## src/hw/soc_defines.svh

```systemverilog
// SoC memory map and width macros shared by the packages and the RTL
`ifndef SOC_DEFINES_SVH
`define SOC_DEFINES_SVH

// Data and address width of the core side
`define SOC_XLEN 64

// Byte-address width of the RAM, 8192 lines of 64 bits
`define SOC_MEM_ADDR_WIDTH 16

// RAM region
`define SOC_MEM_BASE 64'h0000_0000_0000_0000
`define SOC_MEM_END  64'h0000_0000_0001_0000

// UART region, eight registers at 8-byte stride
`define SOC_UART_BASE 64'h0000_0000_1000_0000
`define SOC_UART_END  64'h0000_0000_1000_0040

// Simulation exit register
`define SOC_EXIT_ADDR 64'h0000_0000_2000_0000

// Load value returned from anything that is not RAM or UART
`define SOC_BAD_DATA 64'hbada_bada_bada_bada

`endif

```

## src/hw/soc_types_pkg.sv

```systemverilog
// Request and response types for the fetch, load and store channels
`include "soc_defines.svh"

package soc_types_pkg;

  typedef logic [`SOC_XLEN-1:0] xlen_t;

  // Instruction fetch request, byte address
  typedef struct packed {
    logic  valid;
    xlen_t addr;
  } fetch_req_t;

  // Instruction word returned one cycle after an accepted fetch
  typedef struct packed {
    logic        valid;
    logic [31:0] instr;
  } fetch_rsp_t;

  typedef struct packed {
    logic  valid;
    xlen_t addr;
  } load_req_t;

  typedef struct packed {
    logic  valid;
    xlen_t data;
  } load_rsp_t;

  // One mask bit per byte lane of data
  typedef struct packed {
    logic                    valid;
    xlen_t                   addr;
    xlen_t                   data;
    logic [`SOC_XLEN/8-1:0]  mask;
  } store_req_t;

endpackage

```

## src/hw/fetch_port.sv

```systemverilog
// Instruction fetch port, one-cycle RAM read and 32-bit word select
`timescale 1ns/1ps
`include "soc_defines.svh"

module fetch_port
  import soc_types_pkg::*;
(
  input  logic                            clk,
  input  logic                            rstn,
  input  fetch_req_t                      fetch_req,
  output logic                            fetch_ready,
  output fetch_rsp_t                      fetch_rsp,
  // RAM read port
  output logic [`SOC_MEM_ADDR_WIDTH-4:0]  line_addr,
  input  xlen_t                           line
);

  logic accepted;
  logic rsp_valid_q;
  logic upper_q;

  assign accepted  = fetch_req.valid && fetch_ready;
  assign line_addr = fetch_req.addr[`SOC_MEM_ADDR_WIDTH-1:3];

  // Ready comes up one cycle after reset and never drops
  always_ff @(posedge clk) begin
    if (!rstn) begin
      fetch_ready <= 1'b0;
      rsp_valid_q <= 1'b0;
    end else begin
      fetch_ready <= 1'b1;
      rsp_valid_q <= accepted;
    end
  end

  // Address bit 2 picks the upper half of the line
  always_ff @(posedge clk) begin
    if (accepted) begin
      upper_q <= fetch_req.addr[2];
    end
  end

  assign fetch_rsp.valid = rsp_valid_q;
  assign fetch_rsp.instr = upper_q ? line[63:32] : line[31:0];

endmodule

```

## config.mk

```make
export PLATFORM = sky130hd
export DESIGN_NAME = fetch_port
export DESIGN_NICKNAME = d
export VERILOG_FILES = /design/src/hw/soc_types_pkg.sv /design/src/hw/fetch_port.sv
export VERILOG_INCLUDE_DIRS = /design/src /design/src/hw
export SDC_FILE = /design/constraint.sdc
export NUM_CORES = 1
export LEC_CHECK = 0
export BUFFER_PORTS_ARGS = -buffer_cell sky130_fd_sc_hd__buf_2
export CORE_AREA = 2 2 70 72
export DETAILED_ROUTE_END_ITERATION = 10
export DIE_AREA = 0 0 72 74
export HOLD_SLACK_MARGIN = 0.06
export PLACE_DENSITY = 0.72
export SLEW_MARGIN = 20
export SYNTH_ARGS = -nofsm -noshare
export SYNTH_HDL_FRONTEND = slang
export SYNTH_SLANG_ARGS = --single-unit
export TNS_END_PERCENT = 5
```

## constraint.sdc

```tcl
create_clock -name clk -period 1.1 [get_ports clk]
set_clock_uncertainty 0.1 [all_clocks]
set_input_delay 0.055 -clock clk [delete_from_list [all_inputs] [get_ports clk]]
set_output_delay 0.055 -clock clk [all_outputs]
set_load 0.02 [all_outputs]
```

* Yosys cells after proc, flatten, opt, wreduce, memory -nomap -nowiden
Cells that the tools add are included. Widths: inputs -> output; s select.
Word-level totals: output and inout port bits 47, register bits 3, bits of input ports 131, logic and storage cells 6
Operators by class: reduce and logical (&&, ||, !) cells 1, multiplexer cells 2
Operators with widths (number):
- $mux 32 | 1
- $logic_and 1x1->1 | 1
- $mux 1 | 1

* Logic depth before layout (Yosys ltp)
depth in word-level cells 1, depth in mapped cells 3, depth with buffers taken out 1

* Worst setup path before layout
No wires, ideal clock.
kind reg2out, start point register upper_q, end point output port fetch_rsp[0] (netlist bit), stages on the path, launching flop included 4, required time 945 ps, data arrival time 974 ps, buffers on the path 2, setup slack -29 ps, cells stage by stage edfxtp_1 buf_6 buf_12 mux2_4
RTL lines:
- from (decl) | RTL line fetch_port.sv:20 | logic upper_q;
- from (signal assigned) | RTL line fetch_port.sv:39 | upper_q <= fetch_req.addr[2];
- to (decl) | RTL line fetch_port.sv:12 | output fetch_rsp_t fetch_rsp,

==> out/metrics.cfg <==
[yosys]
yosys.cell_types.count=9
synthDominantCellAreaShare=0.615
netlist_area_sq_um=732
synth_nets=186
ys_seq_elements=3
postSynthCellCount=55
syn_avg_cell_area_sq_um=13.3
ys_warn_count=0
synthTopCellsByArea=mux2_4 62%, buf_4 14%, buf_12 8.2%, dfxtp_1 5.5%, edfxtp_1 4.1%
synth_top_area_cell=mux2_4
ys_seq_area_frac=0.0957

[detailed_routing]
dr.first_iter.drc_count=5
routed_wl_mm=3.16
wl_per_cell_um=14.5
dr.pass1.iters=2
drt.antenna.violating_nets=0
via_count=859
viasPerCell=3.94
drc=0

[run]
cap_violations=0

[timing]
fin_crit_sh=1.39
rsz0062_at_grt=true
fin_crit_ns=1.52
hold_violations=0
holdWs_ns=0.319
worst-slew-pin-transition_ns=0.227
max_slew_margin=0.848
setup_tns_ns=-13.07
max_freq_mhz=656
layout_setup_ws_ns=-0.424
maxSlewViolCount=0
setup_viol=32

[floorplanning]
start_util=0.159
ioPinCount=178
die_w_um=72
die_h_um=74
row_count=25
dieArea_sq_um=5330
core_area_sq_um=4600

[power_and_ir_drop]
switchingPower_mw=0.373
internal-power_mw=0.787
swShare=0.321
leakage_nw=0.897
pwr_density_cell_nw_per_um2=709
p_comb_frac=0.621
clkPwrFrac=0.273
max-vdd-ir-drop_v=0.000651
seqPwrFrac=0.106

[hold_path]
hold_end=fetch_rsp[16]
holdPathStages=3
holdCritPathClass=input port to primary output
min_from=line[16]

[worst_setup_path]
cp-end-kind=primary output
critPathArrivalTime_ns=1.37
critPathKind=register to primary output
rr_startpoint=fetch_ready
required_ns=0.94
r2r_slack_ns=0.25
rr_endpoint=upper_q
cp_max_fo=6
reg2reg_depth=1
cp-start-kind=register

[layout]
area_growth_pct=124
fin_nets=296
nFillCells=452
num_antenna_cells=0
layout-drive-gt1-share=0.866
postLayoutCellArea_sq_um=1640
finalNonFillerCells=218
multi_input_comb_area_sq_um=485
sequential_cell_area_sq_um=70.1

[placement]
placed_cell_area_sq_um=1140
dpl_worst_slack_ns=-0.225
hpwl_mm=2.41
place_congestion=0.749
io_buffers=101
dp_cells=194

[global_route]
grt_first_pass_wirelength_mm=3.64
grt_remaining_overflow=0
grt_max_degree=21
grt_pass1_vias=805
antenna_found_initial=0
track_usage=0.0892

[clock_network]
cts_max_level=1
clk_latency_ns=0.21
cts_tree=built
numCtsBuffers=3
clockRootBuffer=clkbuf_8
clk_pin_slew_ns=0.03
clock_path_buffers=2
clock-sinks=3

[run_status]
violations=setup timing
outcome=finished with violations

[logic make-up after synthesis]
logic type / Yosys count / synth area share
AND/OR/NAND/NOR: 2 / 0.0171
flip-flops: 3 / 0.0957
multiplexers: 32 / 0.646
buffers and inverters: 18 / 0.241
[cell type report]
type | count | share of cell area
Tap cell | 54 | 0.0413
Sequential cell | 3 | 0.0428
Timing Repair Buffer | 123 | 0.592
Multi-Input combinational cell | 34 | 0.297
Clock buffer | 4 | 0.0275
[synth_stat cells]
cell and n:
and2_1 1, and3_1 1, buf_12 3, buf_4 14, buf_6 1, dfxtp_1 2, edfxtp_1 1, mux2_2 2
mux2_4 30
[power groups by stage]
stage               Sequential, mW  Combinational (mW)  Clock [mW]
floorplan                    0.126               0.372           0
global placement             0.124               0.494           0
detailed placement           0.124               0.500           0
CTS                          0.124               0.600       0.326
global route                 0.124               0.753       0.345
finish                       0.123               0.720       0.316
[worst max-delay path, stage by stage (launching register included)]
cell       delay, ns
edfxtp_1        0.40
buf_12          0.16
clkbuf_16       0.15
mux2_4          0.30
buf_6           0.13
[layer usage]
layer	part of all wire	wire [um]	vias to the layer above	GRT usage
li1	-	-	399	-
met1	0.34	1080	382	0.0929
met2	0.56	1760	76	0.177
met3	0.098	309	2	0.0298
met4	0.0025	8	0	0.0126
met5	0	0	-	0
[worst max path at each step]
stage / endpoint / from / slack, ns / depth (start not counted)
after floorplan: fetch_rsp[0] / upper_q / -0.03 / 3
after global placement: fetch_rsp[8] / upper_q / -0.20 / 3
after detailed placement: fetch_rsp[14] / upper_q / -0.23 / 3
after CTS: fetch_rsp[30] / upper_q / -0.39 / 3
after global routing: fetch_rsp[25] / upper_q / -0.45 / 4
final: fetch_rsp[25] / upper_q / -0.42 / 4
[stage by stage]
step | util | power, mW
after floorplan | - | 0.498
after global placement | 0.249 | 0.618
after global routing | 0.356 | 1.22
after detailed placement | 0.249 | 0.624
final | 0.356 | 1.16
after CTS | 0.302 | 1.05
[layout by cell type, fill, tap and decap left out]
cell,count
and2_1,1
and3_1,1
buf_12,3
buf_2,72
buf_6,30
clkbuf_1,1
clkbuf_16,2
clkbuf_8,3
dfxtp_1,2
dlygate4sd3_1,16
edfxtp_1,1
mux2_2,2
mux2_4,30
[sequential cells by signal, summed over array words and instances (netlist names)]
signal and count:
rsp_valid_q 1, upper_q 1, fetch_ready 1
[what timing repair did]
item / 4_1_cts / 5_1_grt
setup endpoints to repair: 32 / 32
gates resized for setup: 12 / 52
hold buffers: 16 / 0
buffers inserted: 0 / 1
endpoints found under the hold margin: 16 / 0
gates cloned: 0 / 3
Power figures use the tool's default switching activity.
