File: config.mk
export PLATFORM = sky130hd
export DESIGN_NAME = data_router
export DESIGN_NICKNAME = d
export VERILOG_FILES = /design/src/hw/soc_map_pkg.sv /design/src/hw/soc_types_pkg.sv /design/src/hw/data_router.sv
export VERILOG_INCLUDE_DIRS = /design/src /design/src/hw
export SDC_FILE = /design/constraint.sdc
export NUM_CORES = 1
export LEC_CHECK = 0
export BUFFER_PORTS_ARGS = -buffer_cell sky130_fd_sc_hd__buf_2
export CAP_MARGIN = 0
export CORE_AREA = 2 2 195 197
export CTS_BUF_LIST = sky130_fd_sc_hd__clkbuf_4
export CTS_CLUSTER_SIZE = 40
export DETAILED_ROUTE_END_ITERATION = 10
export DIE_AREA = 0 0 197 199
export GPL_TIMING_DRIVEN = 0
export PLACE_DENSITY = 0.33
export SLEW_MARGIN = 20
export SYNTH_ARGS = -nofsm -noshare
export SYNTH_HDL_FRONTEND = slang
export SYNTH_SLANG_ARGS = --single-unit
File: constraint.sdc
create_clock -name clk -period 3.3 [get_ports clk]
set_input_delay 0.99 -clock clk [delete_from_list [all_inputs] [get_ports clk]]
set_output_delay 0.99 -clock clk [all_outputs]
set_load 0.01 [all_outputs]
File: src/hw/soc_defines.svh
// SoC memory map and width macros shared by the packages and the RTL
`ifndef SOC_DEFINES_SVH
`define SOC_DEFINES_SVH

// Data and address width of the core side
`define SOC_XLEN 64

// Byte-address width of the RAM, 8192 lines of 64 bits
`define SOC_MEM_ADDR_WIDTH 16

// RAM region
`define SOC_MEM_BASE 64'h0000_0000_0000_0000
`define SOC_MEM_END  64'h0000_0000_0001_0000

// UART region, eight registers at 8-byte stride
`define SOC_UART_BASE 64'h0000_0000_1000_0000
`define SOC_UART_END  64'h0000_0000_1000_0040

// Simulation exit register
`define SOC_EXIT_ADDR 64'h0000_0000_2000_0000

// Load value returned from anything that is not RAM or UART
`define SOC_BAD_DATA 64'hbada_bada_bada_bada

`endif

File: src/hw/soc_map_pkg.sv
// Address region and UART register offset encodings

package soc_map_pkg;

  // Target of a data access after address decode
  typedef enum logic [1:0] {
    REGION_MEM  = 2'd0,
    REGION_UART = 2'd1,
    REGION_EXIT = 2'd2,
    REGION_BAD  = 2'd3
  } region_e;

  // 8250 register offsets, word index inside the UART region
  // Offsets 0 and 1 map to DLL and DLM while LCR bit 7 is set
  typedef enum logic [2:0] {
    UART_RBR_THR = 3'd0,
    UART_IER     = 3'd1,
    UART_IIR_FCR = 3'd2,
    UART_LCR     = 3'd3,
    UART_MCR     = 3'd4,
    UART_LSR     = 3'd5,
    UART_MSR     = 3'd6,
    UART_SCR     = 3'd7
  } uart_reg_e;

endpackage

File: src/hw/soc_types_pkg.sv
// Request and response types for the fetch, load and store channels
`include "soc_defines.svh"

package soc_types_pkg;

  typedef logic [`SOC_XLEN-1:0] xlen_t;

  // Instruction fetch request, byte address
  typedef struct packed {
    logic  valid;
    xlen_t addr;
  } fetch_req_t;

  // Instruction word returned one cycle after an accepted fetch
  typedef struct packed {
    logic        valid;
    logic [31:0] instr;
  } fetch_rsp_t;

  typedef struct packed {
    logic  valid;
    xlen_t addr;
  } load_req_t;

  typedef struct packed {
    logic  valid;
    xlen_t data;
  } load_rsp_t;

  // One mask bit per byte lane of data
  typedef struct packed {
    logic                    valid;
    xlen_t                   addr;
    xlen_t                   data;
    logic [`SOC_XLEN/8-1:0]  mask;
  } store_req_t;

endpackage

File: src/hw/data_router.sv
// Data port address decode, load return mux and simulation exit register
`timescale 1ns/1ps
`include "soc_defines.svh"

module data_router
  import soc_types_pkg::*;
  import soc_map_pkg::*;
(
  input  logic                            clk,
  input  logic                            rstn,
  input  load_req_t                       load_req,
  input  store_req_t                      store_req,
  output load_rsp_t                       load_rsp,
  // RAM side
  input  xlen_t                           mem_rdata,
  output logic                            mem_we,
  output logic [`SOC_MEM_ADDR_WIDTH-4:0]  mem_waddr,
  output xlen_t                           mem_wdata,
  output logic [`SOC_XLEN/8-1:0]          mem_wmask,
  // UART side
  input  logic [7:0]                      uart_rdata,
  output logic                            uart_rd,
  output logic                            uart_wr,
  output logic [2:0]                      uart_idx,
  output logic [7:0]                      uart_wdata,
  // Simulation exit
  output logic                            exit,
  output xlen_t                           exit_code
);

  region_e load_region;
  region_e store_region;
  region_e load_region_q;
  logic    load_valid_q;

  function automatic region_e decode(xlen_t addr);
    if (addr >= `SOC_MEM_BASE && addr < `SOC_MEM_END) begin
      return REGION_MEM;
    end
    if (addr >= `SOC_UART_BASE && addr < `SOC_UART_END) begin
      return REGION_UART;
    end
    if (addr == `SOC_EXIT_ADDR) begin
      return REGION_EXIT;
    end
    return REGION_BAD;
  endfunction

  assign load_region  = decode(load_req.addr);
  assign store_region = decode(store_req.addr);

  // RAM write, stores elsewhere never reach it
  assign mem_we    = store_req.valid && store_region == REGION_MEM;
  assign mem_waddr = store_req.addr[`SOC_MEM_ADDR_WIDTH-1:3];
  assign mem_wdata = store_req.data;
  assign mem_wmask = store_req.mask;

  // UART strobes
  // The UART has one index, so a store to it takes the index when both
  // channels hit the UART in the same cycle
  assign uart_rd    = load_req.valid && load_region == REGION_UART;
  assign uart_wr    = store_req.valid && store_region == REGION_UART;
  assign uart_idx   = uart_wr ? store_req.addr[5:3] : load_req.addr[5:3];
  assign uart_wdata = store_req.data[7:0];

  always_ff @(posedge clk) begin
    if (!rstn) begin
      load_valid_q <= 1'b0;
    end else begin
      load_valid_q <= load_req.valid;
    end
  end

  always_ff @(posedge clk) begin
    load_region_q <= load_region;
  end

  // Return data of the region decoded one cycle earlier
  always_comb begin
    load_rsp.valid = load_valid_q;
    case (load_region_q)
      REGION_MEM:  load_rsp.data = mem_rdata;
      REGION_UART: load_rsp.data = xlen_t'(uart_rdata);
      default:     load_rsp.data = `SOC_BAD_DATA;
    endcase
  end

  // Sticky exit, the code of the first exit store is kept
  always_ff @(posedge clk) begin
    if (!rstn) begin
      exit      <= 1'b0;
      exit_code <= '0;
    end else if (store_req.valid && store_region == REGION_EXIT && !exit) begin
      exit      <= 1'b1;
      exit_code <= store_req.data;
    end
  end

endmodule

-- Word-level counts from Yosys, hierarchy flattened
Cells that the tools add are included.
- $lt $le $gt $ge: 8
- eq/ne operators: 6
- muxes and demuxes: 26
- reduce and logical (&&, ||, !) cells: 12
- operators with widths (kind ; count):
    equality test 64 x 30 -> 1 bit, second input constant ; 2
    >= comparator 64 x 1 -> 1 bit, second input constant ; 2
    >= comparator 64 x 29 -> 1 bit, second input constant ; 2
    less-than comparator 64 x 17 -> 1 bit, second input constant ; 2
    less-than comparator 64 x 29 -> 1 bit, second input constant ; 2
    one-hot mux 64 bit (2 select lines) ; 1
    2-to-1 mux 2 bit ; 12
    2-to-1 mux 1 bit ; 12
    logical AND 1 bit ; 9
    equality test 2 x 1 -> 1 bit, second input constant ; 3
    zero test 2 bit ; 2
    2-to-1 mux 3 bit ; 1
    equality test 2 bit, second input constant ; 1
    zero test 1 bit ; 1
- bits in registers: 68
- input port bits: 276
- word-level logic and storage cells: 56

-- Depth between registers and ports, before layout
- word-level depth: 12
- depth in mapped cells: 7

-- Worst setup path before layout
Ideal clock, no wire load.
- kind: input-to-output
- start point: input store_req[88] (netlist name)
- end point: output uart_wr
- arrival: 2235 ps
- required time: 2310 ps
- setup slack: 75 ps
- stages on the path: 6
- cell sequence: nor4_1 and4_1 nand4_1 buf_2 clkbuf_1 nor3b_1
- word-level cells in the longest chain between the ends: 9
- ends and longest elaborated chain (element ; line ; text):
    start: declaration ; data_router.sv:12 ; input store_req_t store_req,
    >= comparator 64 x 29 -> 1 bit (no source line), or another cell as far along ; - ;
    logical AND 1 bit (no source line) or 2-to-1 mux 1 bit (tied branches) ; - ;
    2-to-1 mux 2 bit or 2-to-1 mux 1 bit (tied branches) ; data_router.sv:40, data_router.sv:43 ;
    2-to-1 mux 2 bit or 2-to-1 mux 1 bit (tied branches) ; data_router.sv:43, data_router.sv:40 ;
    2-to-1 mux 2 bit ; data_router.sv:46 ; return REGION_BAD;
    2-to-1 mux 2 bit ; data_router.sv:43 ; if (addr == `SOC_EXIT_ADDR) begin
    2-to-1 mux 2 bit * ; data_router.sv:40 ; if (addr >= `SOC_UART_BASE && addr < `SOC_UART_END) begin
    equality test 2 x 1 -> 1 bit * ; data_router.sv:62 ; assign uart_wr = store_req.valid && store_region == REGION_UART;
    logical AND 1 bit * ; data_router.sv:62 ;
    end: declaration ; data_router.sv:23 ; output logic uart_wr,
Mark *: on every way between the ends. The rest lies on a longest branch, timed or not. The select of a mux whose other input is x is not followed.

-- Worst setup path in the final report
- start point: input store_req[82] (netlist name)
- end point: output uart_idx[1]
- word-level cells in the longest chain between the ends: 10
- ends and longest elaborated chain (element ; line ; text):
    >= comparator 64 x 29 -> 1 bit (no source line), or another cell as far along ; - ;
    logical AND 1 bit (no source line) or 2-to-1 mux 1 bit (tied branches) ; - ;
    2-to-1 mux 2 bit or 2-to-1 mux 1 bit (tied branches) ; data_router.sv:40, data_router.sv:43 ;
    2-to-1 mux 2 bit or 2-to-1 mux 1 bit (tied branches) ; data_router.sv:43, data_router.sv:40 ;
    2-to-1 mux 2 bit ; data_router.sv:46 ;
    2-to-1 mux 2 bit ; data_router.sv:43 ;
    2-to-1 mux 2 bit * ; data_router.sv:40 ;
    equality test 2 x 1 -> 1 bit * ; data_router.sv:62 ;
    logical AND 1 bit * ; data_router.sv:62 ;
    2-to-1 mux 3 bit * ; data_router.sv:63 ; assign uart_idx = uart_wr ? store_req.addr[5:3] : load_req.addr[5:3];
    end: declaration ; data_router.sv:24 ; output logic [2:0] uart_idx,
Marks and branches as above.

==> results.ini <==
[route]
vias_per_cell = 3.74
via_count = 5739
drc = 0
wl_per_cell_um = 17.1
ant_nets = 0
drt_wl_total_um = 26200
drt_iter0_drc = 147
drt_pass1_iterations = 4

[sta]
setup_viol = 5
slew_headroom_pct = 54.5
clock_skew_ns = 0.0158
tightestPinTransition_ns = 0.676
rsz0062_at_grt = true
final_hold_viol_count = 0
tns_ns = -0.628
fin_ws_ns = -0.181
period_needed_ns = 3.48
fmax_mhz = 287
slew_violations = 0
fin_crit_sh_pct = 105

[pwr]
cellLeakagePower_nw = 3.83
ir_drop_mv = 0.138
power.density_nw_per_um2 = 235

[final_layout]
final_area_um2 = 7910
final_cell_mix = buf_2 (496), buf_4 (101), dfxtp_1 (68)
nNetsFinal = 1327
drive_above_1_share_pct = 61.5
area_growth_pct = 78.5
layout_commonest_cell = buf_2

[critical_path]
crit_buf_inv = 2
end_kind = output pin
r2r-start = exit
critPathLaunch = store_req[82]
cp_cell_sequence = buf_2 > nor4_2 > and4b_1 > and4_4 > nand3b_1 > mux2_2 > buf_2
worstSetupStartpointType = input port
cpPeakStageDelay_ns = 0.30
critPathMaxFanout = 3
crit_slowest_cell = mux2_2
cpMostUsedCell = buf_2
cp.required_ns = 2.31
path_delay_family = simple AND/OR/NAND/NOR gates
crit_type = input port to output pin
worstPathArrival_ns = 2.49

[place]
dp_slack_ns = -0.817
dp_hpwl_um = 22100
place.gp.congestion = 0.938
placed_cell_area_um2 = 7500
place.port_buffers = 495

[global_route]
grt_max_degree = 19
grt_pass1_vias = 5566
antenna_found_initial = 2
grt-ovfl-total = 0
grt.total_usage_pct = 12.6
grt_pass1_wl_um = 36300

[clock_network]
numCtsBuffers = 9
insertion_delay_ns = 0.44
clock-sinks = 68
htree_levels = 3
cts_buffer_depth = 2
clk_pin_slew_worst_paths_ns = 0.13
cts_tree = built
cts_root_buf = clkbuf_4

[yosys]
synthCells = 542
yosysWarnings = 0
syn_nets = 818
synth.area.top_cells = dfxtp_1 (31%), buf_4 (16%), a21boi_1 (8.6%)
yosys.area_share.adder_pct = 0
synth_area_leader_cell = dfxtp_1
synth_top_cell_area_share_pct = 30.7
yosys.area_share.xor_xnor_pct = 0
yosys-mux-area-fraction_pct = 1.44
synth_compound_area_share_pct = 25.4
syn-cell-area_um2 = 4430
yosysUniqueCellTypes = 31
synth_seq_area_share_pct = 30.7
ys_ff_latch = 68
synth-simple-area-share_pct = 20.0
synth_top_family_by_area = compound AO/OA/AOI/OAI gates
syn_avg_cell_area_um2 = 8.18

[hold_path]
hold_path.startpoint = exit_code[30]
min_path_type = flip-flop to flip-flop

[die]
design.die.area_um2 = 39200
initial_core_util_pct = 11.9
io-pin-count = 505
rows = 71
fp.dieH_um = 199
core_area_um2 = 37100
die-width_um = 197

[run_status]
status = finished with violations
violations = negative setup slack

[flow_run]
maxCapViolCount = 0

[cell families (layout without fill, tap and decap cells)]
kind of cell | Yosys count | count (layout)
other cells | 0 | 3
compound gates | 171 | 171
mux | 6 | 6
simple gates | 155 | 155
flops | 68 | 68
buf+inv | 142 | 656
[worst reg2reg max path: cells and delay by family, from the launching register on]
kind	cells	cell delay, ns
flip-flops	1	0.41
AND/OR/NAND/NOR	2	1.16
buffers and inverters	1	0.45
AO/OA/AOI/OAI	2	0.33
[state kept, by name, summed over array words and instances (netlist names)]
signal / flops
exit_code: 64
load_region_q: 2
exit: 1
load_valid_q: 1
[cell type report]
type / instances / area, um2
antenna: 3 / 7.51
buffer: 138 / 996
clock buffer: 9 / 67.6
clock inverter: 7 / 76.3
fill: 4252 / 29200
inverter: 2 / 7.51
multi-input combinational: 332 / 2260
sequential: 68 / 1360
tap: 474 / 593
timing repair buffer: 500 / 2540
[per-layer routing]
layer | wire length [um] | global-route usage [%] | up-vias
li1 | - | - | 2857
met3 | 1560 | 3.05 | 13
met5 | 0 | 0 | -
met1 | 11100 | 15.3 | 2635
met4 | 285 | 2.39 | 0
met2 | 13300 | 22.8 | 234
[final timing paths]
| path | to | slack [ns] | cells after the start |
|---|---|---|---|
| setup / recovery | uart_idx[1] | -0.18 | 7 |
| hold / removal | exit_code[30] | 0.48 | 2 |
| setup reg to reg | exit_code[60] | 0.86 | 5 |
| hold reg to reg | exit_code[30] | 0.48 | 2 |
[report_power, final]
part	total (mW)	internal (mW)	switching (mW)	leakage (nW)
clock network	0.601	0.234	0.367	0.0725
logic	0.438	0.250	0.187	3.21
registers	0.822	0.822	0.000161	0.548
total	1.86	1.31	0.554	3.83
[timing repair]
| action | 4_1_cts | 5_1_grt |
|---|---|---|
| hold endpoints to repair | 0 | 0 |
| cloned | 0 | 0 |
| resized for setup | 23 | 17 |
| pin swaps | 9 | 7 |
| setup endpoints to repair | 5 | 8 |
| buffers inserted | 5 | 0 |
| hold buffers | 0 | 0 |
[stage by stage]
stage,util [%],power (mW),std cells,hold slack [ns]
floorplan,-,0.993,542,0.493
global placement,20.2,1.26,1511,0.454
detailed placement,20.2,1.26,1511,0.459
CTS,21.0,1.90,1531,0.478
global route,21.3,1.97,1532,0.501
finish,21.3,1.86,1533,0.477
[cells in the mapped netlist]
cell,number
a21o_1,35
dfxtp_1,68
and2_1,27
and4_4,1
clkbuf_1,32
nand3_1,67
and4_1,6
buf_2,7
o32ai_1,1
o21ai_0,64
and4b_1,1
nand4_1,3
a21boi_0,13
nor4b_2,1
nor2b_1,1
mux2i_1,3
buf_12,6
or2_2,1
nand3b_1,1
inv_1,2
mux2_2,3
a21oi_1,2
nor4b_1,1
nor3_1,2
a21boi_1,51
nand2_1,4
nor3b_1,1
nor2_1,10
nor4_1,28
buf_4,95
a211o_1,5
(Power assumes the default switching activity.)
