File: config.mk
export PLATFORM = sky130hd
export DESIGN_NAME = uart8250
export DESIGN_NICKNAME = d
export VERILOG_FILES = /design/src/hw/soc_map_pkg.sv /design/src/hw/uart8250.sv
export SDC_FILE = /design/constraint.sdc
export NUM_CORES = 1
export LEC_CHECK = 0
export BUFFER_PORTS_ARGS = -buffer_cell sky130_fd_sc_hd__buf_2
export CAP_MARGIN = 10
export CORE_UTILIZATION = 50
export CTS_CLUSTER_DIAMETER = 50
export CTS_CLUSTER_SIZE = 10
export DETAILED_ROUTE_END_ITERATION = 6
export GPL_ROUTABILITY_DRIVEN = 1
export PLACE_DENSITY = 0.74
export REMOVE_ABC_BUFFERS = 1
export SETUP_SLACK_MARGIN = 0.5
export SYNTH_ARGS = -nofsm -noshare
export SYNTH_HDL_FRONTEND = slang
export SYNTH_SLANG_ARGS = --single-unit
File: constraint.sdc
create_clock -name clk -period 1.48 [get_ports clk]
set_input_delay 0.37 -clock clk [delete_from_list [all_inputs] [get_ports clk]]
set_output_delay 0.37 -clock clk [all_outputs]
set_load 0.01 [all_outputs]
File: src/hw/soc_map_pkg.sv
// Address region and UART register offset encodings

package soc_map_pkg;

  // Target of a data access after address decode
  typedef enum logic [1:0] {
    REGION_MEM  = 2'd0,
    REGION_UART = 2'd1,
    REGION_EXIT = 2'd2,
    REGION_BAD  = 2'd3
  } region_e;

  // 8250 register offsets, word index inside the UART region
  // Offsets 0 and 1 map to DLL and DLM while LCR bit 7 is set
  typedef enum logic [2:0] {
    UART_RBR_THR = 3'd0,
    UART_IER     = 3'd1,
    UART_IIR_FCR = 3'd2,
    UART_LCR     = 3'd3,
    UART_MCR     = 3'd4,
    UART_LSR     = 3'd5,
    UART_MSR     = 3'd6,
    UART_SCR     = 3'd7
  } uart_reg_e;

endpackage

File: src/hw/uart8250.sv
// 8250-compatible UART register file with transmit strobe and receive buffer
`timescale 1ns/1ps

module uart8250
  import soc_map_pkg::*;
(
  input  logic       clk,
  input  logic       rstn,
  // Register access
  input  logic       rd,
  input  logic       wr,
  input  logic [2:0] reg_idx,
  input  logic [7:0] wdata,
  output logic [7:0] rdata,
  // Receive byte strobe
  input  logic       rx_valid,
  input  logic [7:0] rx_data,
  // Transmit byte strobe
  output logic       tx_valid,
  output logic [7:0] tx_data
);

  logic [3:0] ier;
  logic [7:0] lcr;
  logic [4:0] mcr;
  logic [7:0] scr;
  logic [7:0] dll;
  logic [7:0] dlm;
  logic [7:0] rbr;
  logic       data_ready;
  logic       dlab;
  logic [7:0] lsr;
  logic [7:0] rd_mux;

  assign dlab = lcr[7];

  // THR empty and transmitter empty always set, data ready from RBR
  assign lsr = {1'b0, 1'b1, 1'b1, 4'b0000, data_ready};

  always_comb begin
    case (uart_reg_e'(reg_idx))
      UART_RBR_THR: rd_mux = dlab ? dll : rbr;
      UART_IER:     rd_mux = dlab ? dlm : {4'b0000, ier};
      // No interrupt pending
      UART_IIR_FCR: rd_mux = 8'h01;
      UART_LCR:     rd_mux = lcr;
      UART_MCR:     rd_mux = {3'b000, mcr};
      UART_LSR:     rd_mux = lsr;
      UART_MSR:     rd_mux = 8'h00;
      UART_SCR:     rd_mux = scr;
      default:      rd_mux = 8'h00;
    endcase
  end

  // Control registers
  always_ff @(posedge clk) begin
    if (!rstn) begin
      ier <= '0;
      lcr <= '0;
      mcr <= '0;
    end else if (wr) begin
      case (uart_reg_e'(reg_idx))
        UART_IER: if (!dlab) ier <= wdata[3:0];
        UART_LCR: lcr <= wdata;
        UART_MCR: mcr <= wdata[4:0];
        default: ;
      endcase
    end
  end

  // Divisor latches and scratch
  always_ff @(posedge clk) begin
    if (wr && dlab && uart_reg_e'(reg_idx) == UART_RBR_THR) begin
      dll <= wdata;
    end
    if (wr && dlab && uart_reg_e'(reg_idx) == UART_IER) begin
      dlm <= wdata;
    end
    if (wr && uart_reg_e'(reg_idx) == UART_SCR) begin
      scr <= wdata;
    end
  end

  // Receive side; a new byte wins over a clearing read in the same cycle
  always_ff @(posedge clk) begin
    if (!rstn) begin
      data_ready <= 1'b0;
    end else if (rx_valid) begin
      data_ready <= 1'b1;
    end else if (rd && !dlab && uart_reg_e'(reg_idx) == UART_RBR_THR) begin
      data_ready <= 1'b0;
    end
  end

  always_ff @(posedge clk) begin
    if (rx_valid) begin
      rbr <= rx_data;
    end
  end

  // Read data follows rd by one cycle
  always_ff @(posedge clk) begin
    if (rd) begin
      rdata <= rd_mux;
    end
  end

  // THR write with DLAB clear sends the byte out
  always_ff @(posedge clk) begin
    if (!rstn) begin
      tx_valid <= 1'b0;
    end else begin
      tx_valid <= wr && !dlab && uart_reg_e'(reg_idx) == UART_RBR_THR;
    end
  end

  always_ff @(posedge clk) begin
    tx_data <= wdata;
  end

endmodule

---- Word-level counts from Yosys, hierarchy flattened ----
Cells that the tools add are included.
storage, ports and cells
  bits in registers ....................... 67
  input bits .............................. 24
  output and inout bits ................... 17
  logic and storage cells ................. 38
operators by class
  equal/unequal tests ..................... 7
  muxes and demuxes ....................... 5
  bitwise gates (word level) .............. 1
  reductions and logical operators ........ 14
operators with widths
  cell                  count
  $pmux W8 S8           1
  $mux W8               2
  $eq A3 B3 Y1 const B  4
  $logic_and A1 B1 Y1   8
  $eq A3 B2 Y1 const B  2
  $reduce_and A2 Y1     2
  $eq A3 B1 Y1 const B  1
  $logic_not A3 Y1      1
  $reduce_and A3 Y1     1
  $mux W1               2
  $reduce_bool A2 Y1    1
  $logic_not A1 Y1      1
  $not A1 Y1            1

---- Longest topological paths before layout ----
Gate-level depths: netlist of the first run.
  depth after elaboration ................. 5
  mapped depth ............................ 5
  gate-level depth less buffers ........... 3

---- Worst setup path after synthesis of the first run ----
OpenSTA, ideal clock, no wires.
  path type ............................... input to register
  start ................................... input port reg_idx[1]
  end ..................................... register dlm[0] (enable)
  arrival time ............................ 1.150 ns
  setup slack ............................. -0.040 ns
  stages on the path ...................... 3
  buffers on the path ..................... 1
  cells stage by stage .................... buf_4 > nand4bb_1 > nor2_1
on the way
  longest elaborated chain between the ends .. 2
ends and longest elaborated chain
  item                  line            RTL
  start, declared       uart8250.sv:12  input logic [2:0] reg_idx,
  $eq A3 B1 Y1          uart8250.sv:76  if (wr && dlab && uart_reg_e'(reg_idx) == UART_IER) begin
  $logic_and A1 B1 Y1   uart8250.sv:76
  end signal, assigned  uart8250.sv:77  dlm <= wdata;
  end, declared         uart8250.sv:28  logic [7:0] dlm;
No other way between the ends.
A chain may end at the register's enable or synchronous reset.

---- Final worst setup path of the first run ----
  start ................................... register lcr[7]
  end ..................................... register rdata[0], data pin
on the way
  longest elaborated chain between the ends .. 2
  elaborated cells between the ends (all ways) .. 3
  those cells by class .................... mux (3)
ends and longest elaborated chain
  item                               line                            RTL
  start, declared                    uart8250.sv:24                  logic [7:0] lcr;
  start signal, assigned             uart8250.sv:64                  UART_LCR: lcr <= wdata;
  $mux W8, on equally long branches  uart8250.sv:43, uart8250.sv:42
  $pmux W8 S8 *                      uart8250.sv:41                  case (uart_reg_e'(reg_idx))
  named net rd_mux[0]                uart8250.sv:33                  logic [7:0] rd_mux;
  end signal, assigned               uart8250.sv:104                 rdata <= rd_mux;
  end, declared                      uart8250.sv:14                  output logic [7:0] rdata,
Mark *: on every way through the listed nets, which the timed path passes. The rest lies on a longest branch.

==> results of run 1 <==
==> worst min path at each step <==
stage / start / end / slack (ns) / depth (start not counted)
2_1_floorplan: wdata[0] / tx_data[0] / 0.40 / 0
3_3_place_gp: lcr[1] / lcr[1] / 0.44 / 2
3_5_place_dp: lcr[1] / lcr[1] / 0.45 / 2
4_1_cts: wdata[5] / tx_data[5] / 0.18 / 1
5_1_grt: rx_data[4] / rbr[4] / 0.18 / 1
6_report: wdata[5] / tx_data[5] / 0.19 / 1
==> repair_timing <==
item	4_1_cts	5_1_grt
setup buffers	6	2
setup endpoints to repair	68	61
pin swaps	12	5
gates resized for setup	28	21
==> final cells by class <==
cell class / instances / area (um2)
Multi-Input combinational cell: 114 / 919.6
Clock buffer: 13 / 148.9
Sequential cell: 67 / 1750
Timing Repair Buffer: 78 / 606.8
Inverter: 3 / 16.27
Tap cell: 70 / 87.58
Clock inverter: 3 / 15.01
Fill cell: 394 / 1595
==> power by group through the flow <==
stage               Sequential (mW)  Clock [mW]  Combinational (mW)
floorplan                      2.12           0               0.100
global placement               2.10           0               0.292
detailed placement             2.10           0               0.299
CTS                            2.06        1.30               0.323
global route                   2.07        1.38               0.375
finish                         2.06        1.27               0.348
==> synthesized netlist by cell type, types with 4 or more instances <==
master | n | area (um2)
sky130_fd_sc_hd__o21ai_1 | 4 | 20.02
sky130_fd_sc_hd__buf_4 | 4 | 30.03
sky130_fd_sc_hd__dfxtp_1 | 27 | 540.5
sky130_fd_sc_hd__o21ai_0 | 8 | 40.04
sky130_fd_sc_hd__nand2_1 | 21 | 78.83
sky130_fd_sc_hd__mux2i_1 | 13 | 130.1
sky130_fd_sc_hd__edfxtp_1 | 40 | 1201
sky130_fd_sc_hd__nor2b_1 | 7 | 43.79
sky130_fd_sc_hd__mux2_1 | 6 | 67.56
sky130_fd_sc_hd__a21boi_1 | 12 | 90.09
sky130_fd_sc_hd__nand3_1 | 5 | 25.02
sky130_fd_sc_hd__a22oi_1 | 6 | 45.04
==> flip-flops by register name (all words and copies together) (netlist names), 4 cells and up <==
register,count
dll,8
dlm,8
ier,4
lcr,8
mcr,5
rbr,8
rdata,8
scr,8
tx_data,8
==> cell families (layout without fill, tap and decap cells) <==
kind of cell,after synthesis,after routing,share of synthesized area (%)
simple gates,53,53,12.32
flops,67,67,64.71
mux,21,21,8.740
compound gates,40,40,10.74
buf+inv,14,97,3.486
==> placed cells by master, fill, tap and decap left out, types with 2 or more instances in the layout <==
| cell type | n |
|---|---|
| sky130_fd_sc_hd__edfxtp_1 | 40 |
| sky130_fd_sc_hd__clkbuf_8 | 10 |
| sky130_fd_sc_hd__a21boi_1 | 12 |
| sky130_fd_sc_hd__inv_1 | 2 |
| sky130_fd_sc_hd__buf_4 | 26 |
| sky130_fd_sc_hd__mux2i_1 | 12 |
| sky130_fd_sc_hd__clkbuf_1 | 3 |
| sky130_fd_sc_hd__nor2b_1 | 7 |
| sky130_fd_sc_hd__dfxtp_1 | 22 |
| sky130_fd_sc_hd__nand2_1 | 21 |
| sky130_fd_sc_hd__a22oi_2 | 3 |
| sky130_fd_sc_hd__nor2_1 | 2 |
| sky130_fd_sc_hd__nand3_1 | 4 |
| sky130_fd_sc_hd__and4bb_1 | 3 |
| sky130_fd_sc_hd__and2_1 | 2 |
| sky130_fd_sc_hd__buf_6 | 15 |
| sky130_fd_sc_hd__dfxtp_2 | 4 |
| sky130_fd_sc_hd__a22oi_1 | 3 |
| sky130_fd_sc_hd__mux2_4 | 4 |
| sky130_fd_sc_hd__buf_12 | 3 |
| sky130_fd_sc_hd__o21ai_1 | 3 |
| sky130_fd_sc_hd__and3_1 | 2 |
| sky130_fd_sc_hd__buf_2 | 32 |
| sky130_fd_sc_hd__mux2_1 | 3 |
| sky130_fd_sc_hd__clkinv_2 | 3 |
| sky130_fd_sc_hd__o21ai_0 | 8 |
==> metal layers <==
metal	GRT usage [%]	part of all wire [%]	wire [um]
met1	29.67	41	2407
met2	37.40	51	3058
met3	5.952	5.8	344
met4	12.96	2.2	129
met5	0	0	0
==> worst register-to-register path, stage by stage (launching register included) <==
cell and delay (ns):
sky130_fd_sc_hd__dfxtp_4 0.39, sky130_fd_sc_hd__mux4_2 0.51, sky130_fd_sc_hd__o221ai_2 0.13, sky130_fd_sc_hd__o21ai_1 0.08
==> per-stage QoR <==
step | total power, mW | hold WS [ns] | TNS (ns) | std cells | worst slack (ns)
final | 3.687 | 0.1857 | 0 | 348 | 0.1183
after global routing | 3.826 | 0.1782 | 0 | 348 | 0.06527
after CTS | 3.680 | 0.1795 | 0 | 346 | 0.1237
after detailed placement | 2.402 | 0.4493 | -1.357 | 324 | -0.08613
after global placement | 2.393 | 0.4424 | -0.7474 | 324 | -0.05965
after floorplan | 2.218 | 0.3977 | -2.685 | 184 | -0.3291
==> impl_metrics.toml, run 1 <==
[global_route]
first_global_vias = 1876
antenna_found_initial = 0
gr-total-overflow = 0
gr-usage-all-layers_pct = 23.53
grt_max_degree = 20
global_route_wire_length_before_repair_um = 9045

[floorplan]
width_of_the_die_um = 75.37
dieArea_um2 = 5680
rows = 26
design.core.area_um2 = 5140
die_h_um = 75.37
floorplan.io_pins = 41
starting_utilization_of_the_core_area_pct = 52.36

[clocking]
holdBufCountCts = 0
tritoncts_num_sinks = 67
clk_path_buf_depth = 2
h_tree_depth = 3
tritoncts.num_buffers = 9
clk_pin_slew_worst_paths_ns = 0.07
cts_root_buf = "sky130_fd_sc_hd__clkbuf_8"
worstSkewPairLatency_ns = 0.34
cts_tree = "yes"

[synth]
syn-instance-count = 195
ys_async_sr_fraction_pct = 0
synth.ff_latch_count = 67
post_synth_edffs = 40
synth_cell_type_count = 41
yosysWarnings = 0
synth.avg_cell_area_um2 = 13.80
netlist_area_um2 = 2691
yosys_most_used_dff = "sky130_fd_sc_hd__edfxtp_1"
seq_area_frac_synth_pct = 64.71

[power_and_ir_drop]
vdd_ir_drop_max_mv = 0.7823
reported_leakage_power_nw = 1.366
p_sw_share_pct = 22.31
p_seq_share_pct = 56.0
intPower_mw = 2.864
share_clk_of_total_power_pct = 34.6
netSwitchingPower_mw = 0.8224
power.combinational.fraction_pct = 9.4
power_density_nw_per_um2 = 1040

[setup_path]
count_of_cell_instances_traversed_by_the_critical_path = 3
crit_type = "flip-flop to flip-flop"
critPathTopFamily = "multiplexers"
regToRegStartpoint = "lcr[7]"
critPathSlowestCell = "sky130_fd_sc_hd__mux4_2"
crit_path_cell_trace = "mux4_2 > o221ai_2 > o21ai_1"
critical_path.n_buffers_inverters = 0
worst_setup_path_endpoint = "rdata[0]"
crit-reg2reg-capture = "rdata[0]"
timing.reg2reg.worst_path_depth = 3
flop2flop_setup_slack_ns = 0.12
critical_path.startpoint_type = "flip-flop"
cp_data_required_time_ns = 1.57
setup.worst_path.start = "lcr[7]"
worst-path-max-fanout = 4
worst-endpoint-arrival_ns = 1.45
critPathMaxStageDelay_ns = 0.51
capturing_element_type_of_the_critical_path = "flip-flop"

[place]
dp_hpwl_um = 3830
buffers_on_ports = 40
final_weighted_congestion_of_routability_driven_global_placement = 0.7969
placedInstanceArea_um2 = 3122

[drt]
detail-route-antenna-nets = 0
dr.first_iter.drc_count = 97
routed_wire_length_per_instance_um = 17.07
routed-via-count = 1841
viasPerCell = 5.290
drc = 0
first_pass_iters = 5
totalWireLength_um = 5940

[final_layout]
layout.core_utilization_pct = 68.96
final_net_count = 297
finish.instance_area_um2 = 3545
area_growth_pct = 31.71
antenna-diode-count = 0
fraction_of_layout_instances_using_a_drive_strength_above_1_pct = 42.45

[sta]
finalSetupViolations = 0
final-max-slew-violation-count = 0
worstMarginPinSlew_ns = 0.3233
rsz0062_at_grt = "yes"
period_share_pct = 92.00
time_the_worst_path_needs_with_i_o_delays_and_setup_ns = 1.362
final_hold_viol_count = 0
maxSlewHeadroom_pct = 78.35
finalClockSkew_ns = 0.006464
achievable_clock_frequency_ghz = 0.7344

[job]
maxCapViolCount = 0

[worst_hold_path]
worst_hold_path_class = "input port to flip-flop"

[outcome]
result_of_the_run = "complete, no violations"
Power figures use the tool's default switching activity.
==> inputs of run 2 (changes only) <==
CELL_PAD_IN_SITES_DETAIL_PLACEMENT = 0   (was not set)
CELL_PAD_IN_SITES_GLOBAL_PLACEMENT = 2   (was not set)
CORE_UTILIZATION = 35   (was 50)
PLACE_DENSITY = 0.75   (was 0.74)
==> impl_metrics.toml, run 2 (same netlist as run 1, synthesis figures left out) <==
[drt]
drc = 0
first_pass_iters = 4
totalWireLength_um = 6297
routed_wire_length_per_instance_um = 16.88
routed-via-count = 1801
detail-route-antenna-nets = 0
dr.first_iter.drc_count = 115
viasPerCell = 4.828

[setup_path]
critical_path.n_buffers_inverters = 1
worst-path-max-fanout = 4
critPathSlowestCell = "sky130_fd_sc_hd__dfxtp_4"
critPathMaxStageDelay_ns = 0.36
capturing_element_type_of_the_critical_path = "flip-flop"
critical_path.startpoint_type = "flip-flop"
crit_type = "flip-flop to flip-flop"
crit_path_cell_trace = "buf_4 > and3_4 > a2111oi_4 > o2bb2ai_2"
critPathTopFamily = "compound AO/OA/AOI/OAI gates"
count_of_cell_instances_traversed_by_the_critical_path = 4
timing.reg2reg.worst_path_depth = 4
worst-endpoint-arrival_ns = 1.46
cp_data_required_time_ns = 1.57

[final_layout]
final_common_cell = "sky130_fd_sc_hd__edfxtp_1"
mostFrequentLayoutCells = "40 x sky130_fd_sc_hd__edfxtp_1, 30 x sky130_fd_sc_hd__buf_2, 20 x sky130_fd_sc_hd__dfxtp_1, 19 x sky130_fd_sc_hd__buf_4, 17 x sky130_fd_sc_hd__buf_6"
final_net_count = 293
layout.core_utilization_pct = 51.08
antenna-diode-count = 0
fillers = 631
finish.instance_area_um2 = 3745
area.sequential_um2 = 1753
fraction_of_layout_instances_using_a_drive_strength_above_1_pct = 47.45
final_cells = 373
area_occupied_by_multi_input_gates_um2 = 1020
area_growth_pct = 39.14

[clocking]
tritoncts_num_sinks = 67
cts_root_buf = "sky130_fd_sc_hd__clkbuf_8"
h_tree_depth = 3
holdBufCountCts = 0
clk_pin_slew_worst_paths_ns = 0.07
clk_path_buf_depth = 2
tritoncts.num_buffers = 9
worstSkewPairLatency_ns = 0.34
cts_tree = "yes"

[global_route]
gr-total-overflow = 0
first_global_vias = 1812
grt_max_degree = 20
gr-usage-all-layers_pct = 16.90
global_route_wire_length_before_repair_um = 9522
antenna_found_initial = 0

[sta]
achievable_clock_frequency_ghz = 0.7267
finalHoldWorstSlack_ns = 0.1861
maxSlewHeadroom_pct = 78.29
worst_slack_ns = 0.1040
fin_tns_setup_ns = 0
final_hold_viol_count = 0
period_share_pct = 92.97
worstMarginPinSlew_ns = 0.3242
finalSetupViolations = 0
final-max-slew-violation-count = 0
rsz0062_at_grt = "yes"
finalClockSkew_ns = 0.008124
time_the_worst_path_needs_with_i_o_delays_and_setup_ns = 1.376

[floorplan]
design.core.area_um2 = 7331
starting_utilization_of_the_core_area_pct = 36.71
floorplan.io_pins = 41
dieArea_um2 = 8044
die_h_um = 89.69
rows = 31
width_of_the_die_um = 89.69

[power_and_ir_drop]
vdd_ir_drop_max_mv = 0.4358
reported_leakage_power_nw = 1.411
power_mw = 4.026
power_density_nw_per_um2 = 1075

[place]
dp_cells = 349
placedInstanceArea_um2 = 3141
final_weighted_congestion_of_routability_driven_global_placement = 0.7338
place_worst_setup_slack_ns = -0.09944
buffers_on_ports = 40
dp_hpwl_um = 4184

[job]
maxCapViolCount = 0

[outcome]
result_of_the_run = "complete, no violations"

[worst_hold_path]
hold_depth = 1
worst_hold_path_class = "input port to flip-flop"
## run 2: worst paths after layout
path	startpoint	slack, ns	endpoint
hold reg to reg	lcr[4]	0.47	lcr[4]
setup reg to reg	lcr[7]	0.10	rdata[6]
hold / removal	wdata[6]	0.19	tx_data[6]
setup / recovery	lcr[7]	0.10	rdata[6]
## run 2: power breakdown
| group | switching [mW] | total [mW] | leakage (nW) | internal (mW) |
|---|---|---|---|---|
| Combinational | 0.186 | 0.379 | 0.705 | 0.192 |
| Sequential | 0.0224 | 2.07 | 0.599 | 2.04 |
| Clock | 0.667 | 1.58 | 0.107 | 0.916 |
| Total | 0.875 | 4.03 | 1.41 | 3.15 |
## run 2: layer usage
| layer | wire length (um) | track usage, % | part of all wire (%) | up-vias |
|---|---|---|---|---|
| met5 | 0 | 0 | 0 | - |
| met4 | 94 | 5.916 | 1.5 | 0 |
| met3 | 232 | 5.667 | 3.7 | 9 |
| met2 | 3004 | 25.96 | 48 | 43 |
| met1 | 2965 | 22.34 | 47 | 867 |
| li1 | - | - | - | 882 |
## run 2: cell type report
type / instances / area share (%)
clock buffer: 14 / 4.611
clock inverter: 2 / 0.9355
inverter: 3 / 0.5012
multi-input combinational: 114 / 27.23
sequential: 67 / 46.81
tap: 99 / 3.308
timing repair buffer: 74 / 16.61
## run 2: worst register-to-register path, stage by stage, from the launching register on
cell,delay [ns]
sky130_fd_sc_hd__dfxtp_4,0.36
sky130_fd_sc_hd__buf_4,0.15
sky130_fd_sc_hd__and3_4,0.16
sky130_fd_sc_hd__a2111oi_4,0.35
sky130_fd_sc_hd__o2bb2ai_2,0.11
## run 2: repair_timing
action	in CTS	in global routing
setup buffers	3	4
endpoints found under the setup margin	68	68
gates cloned	0	1
pin swaps	10	9
gates resized for setup	35	42
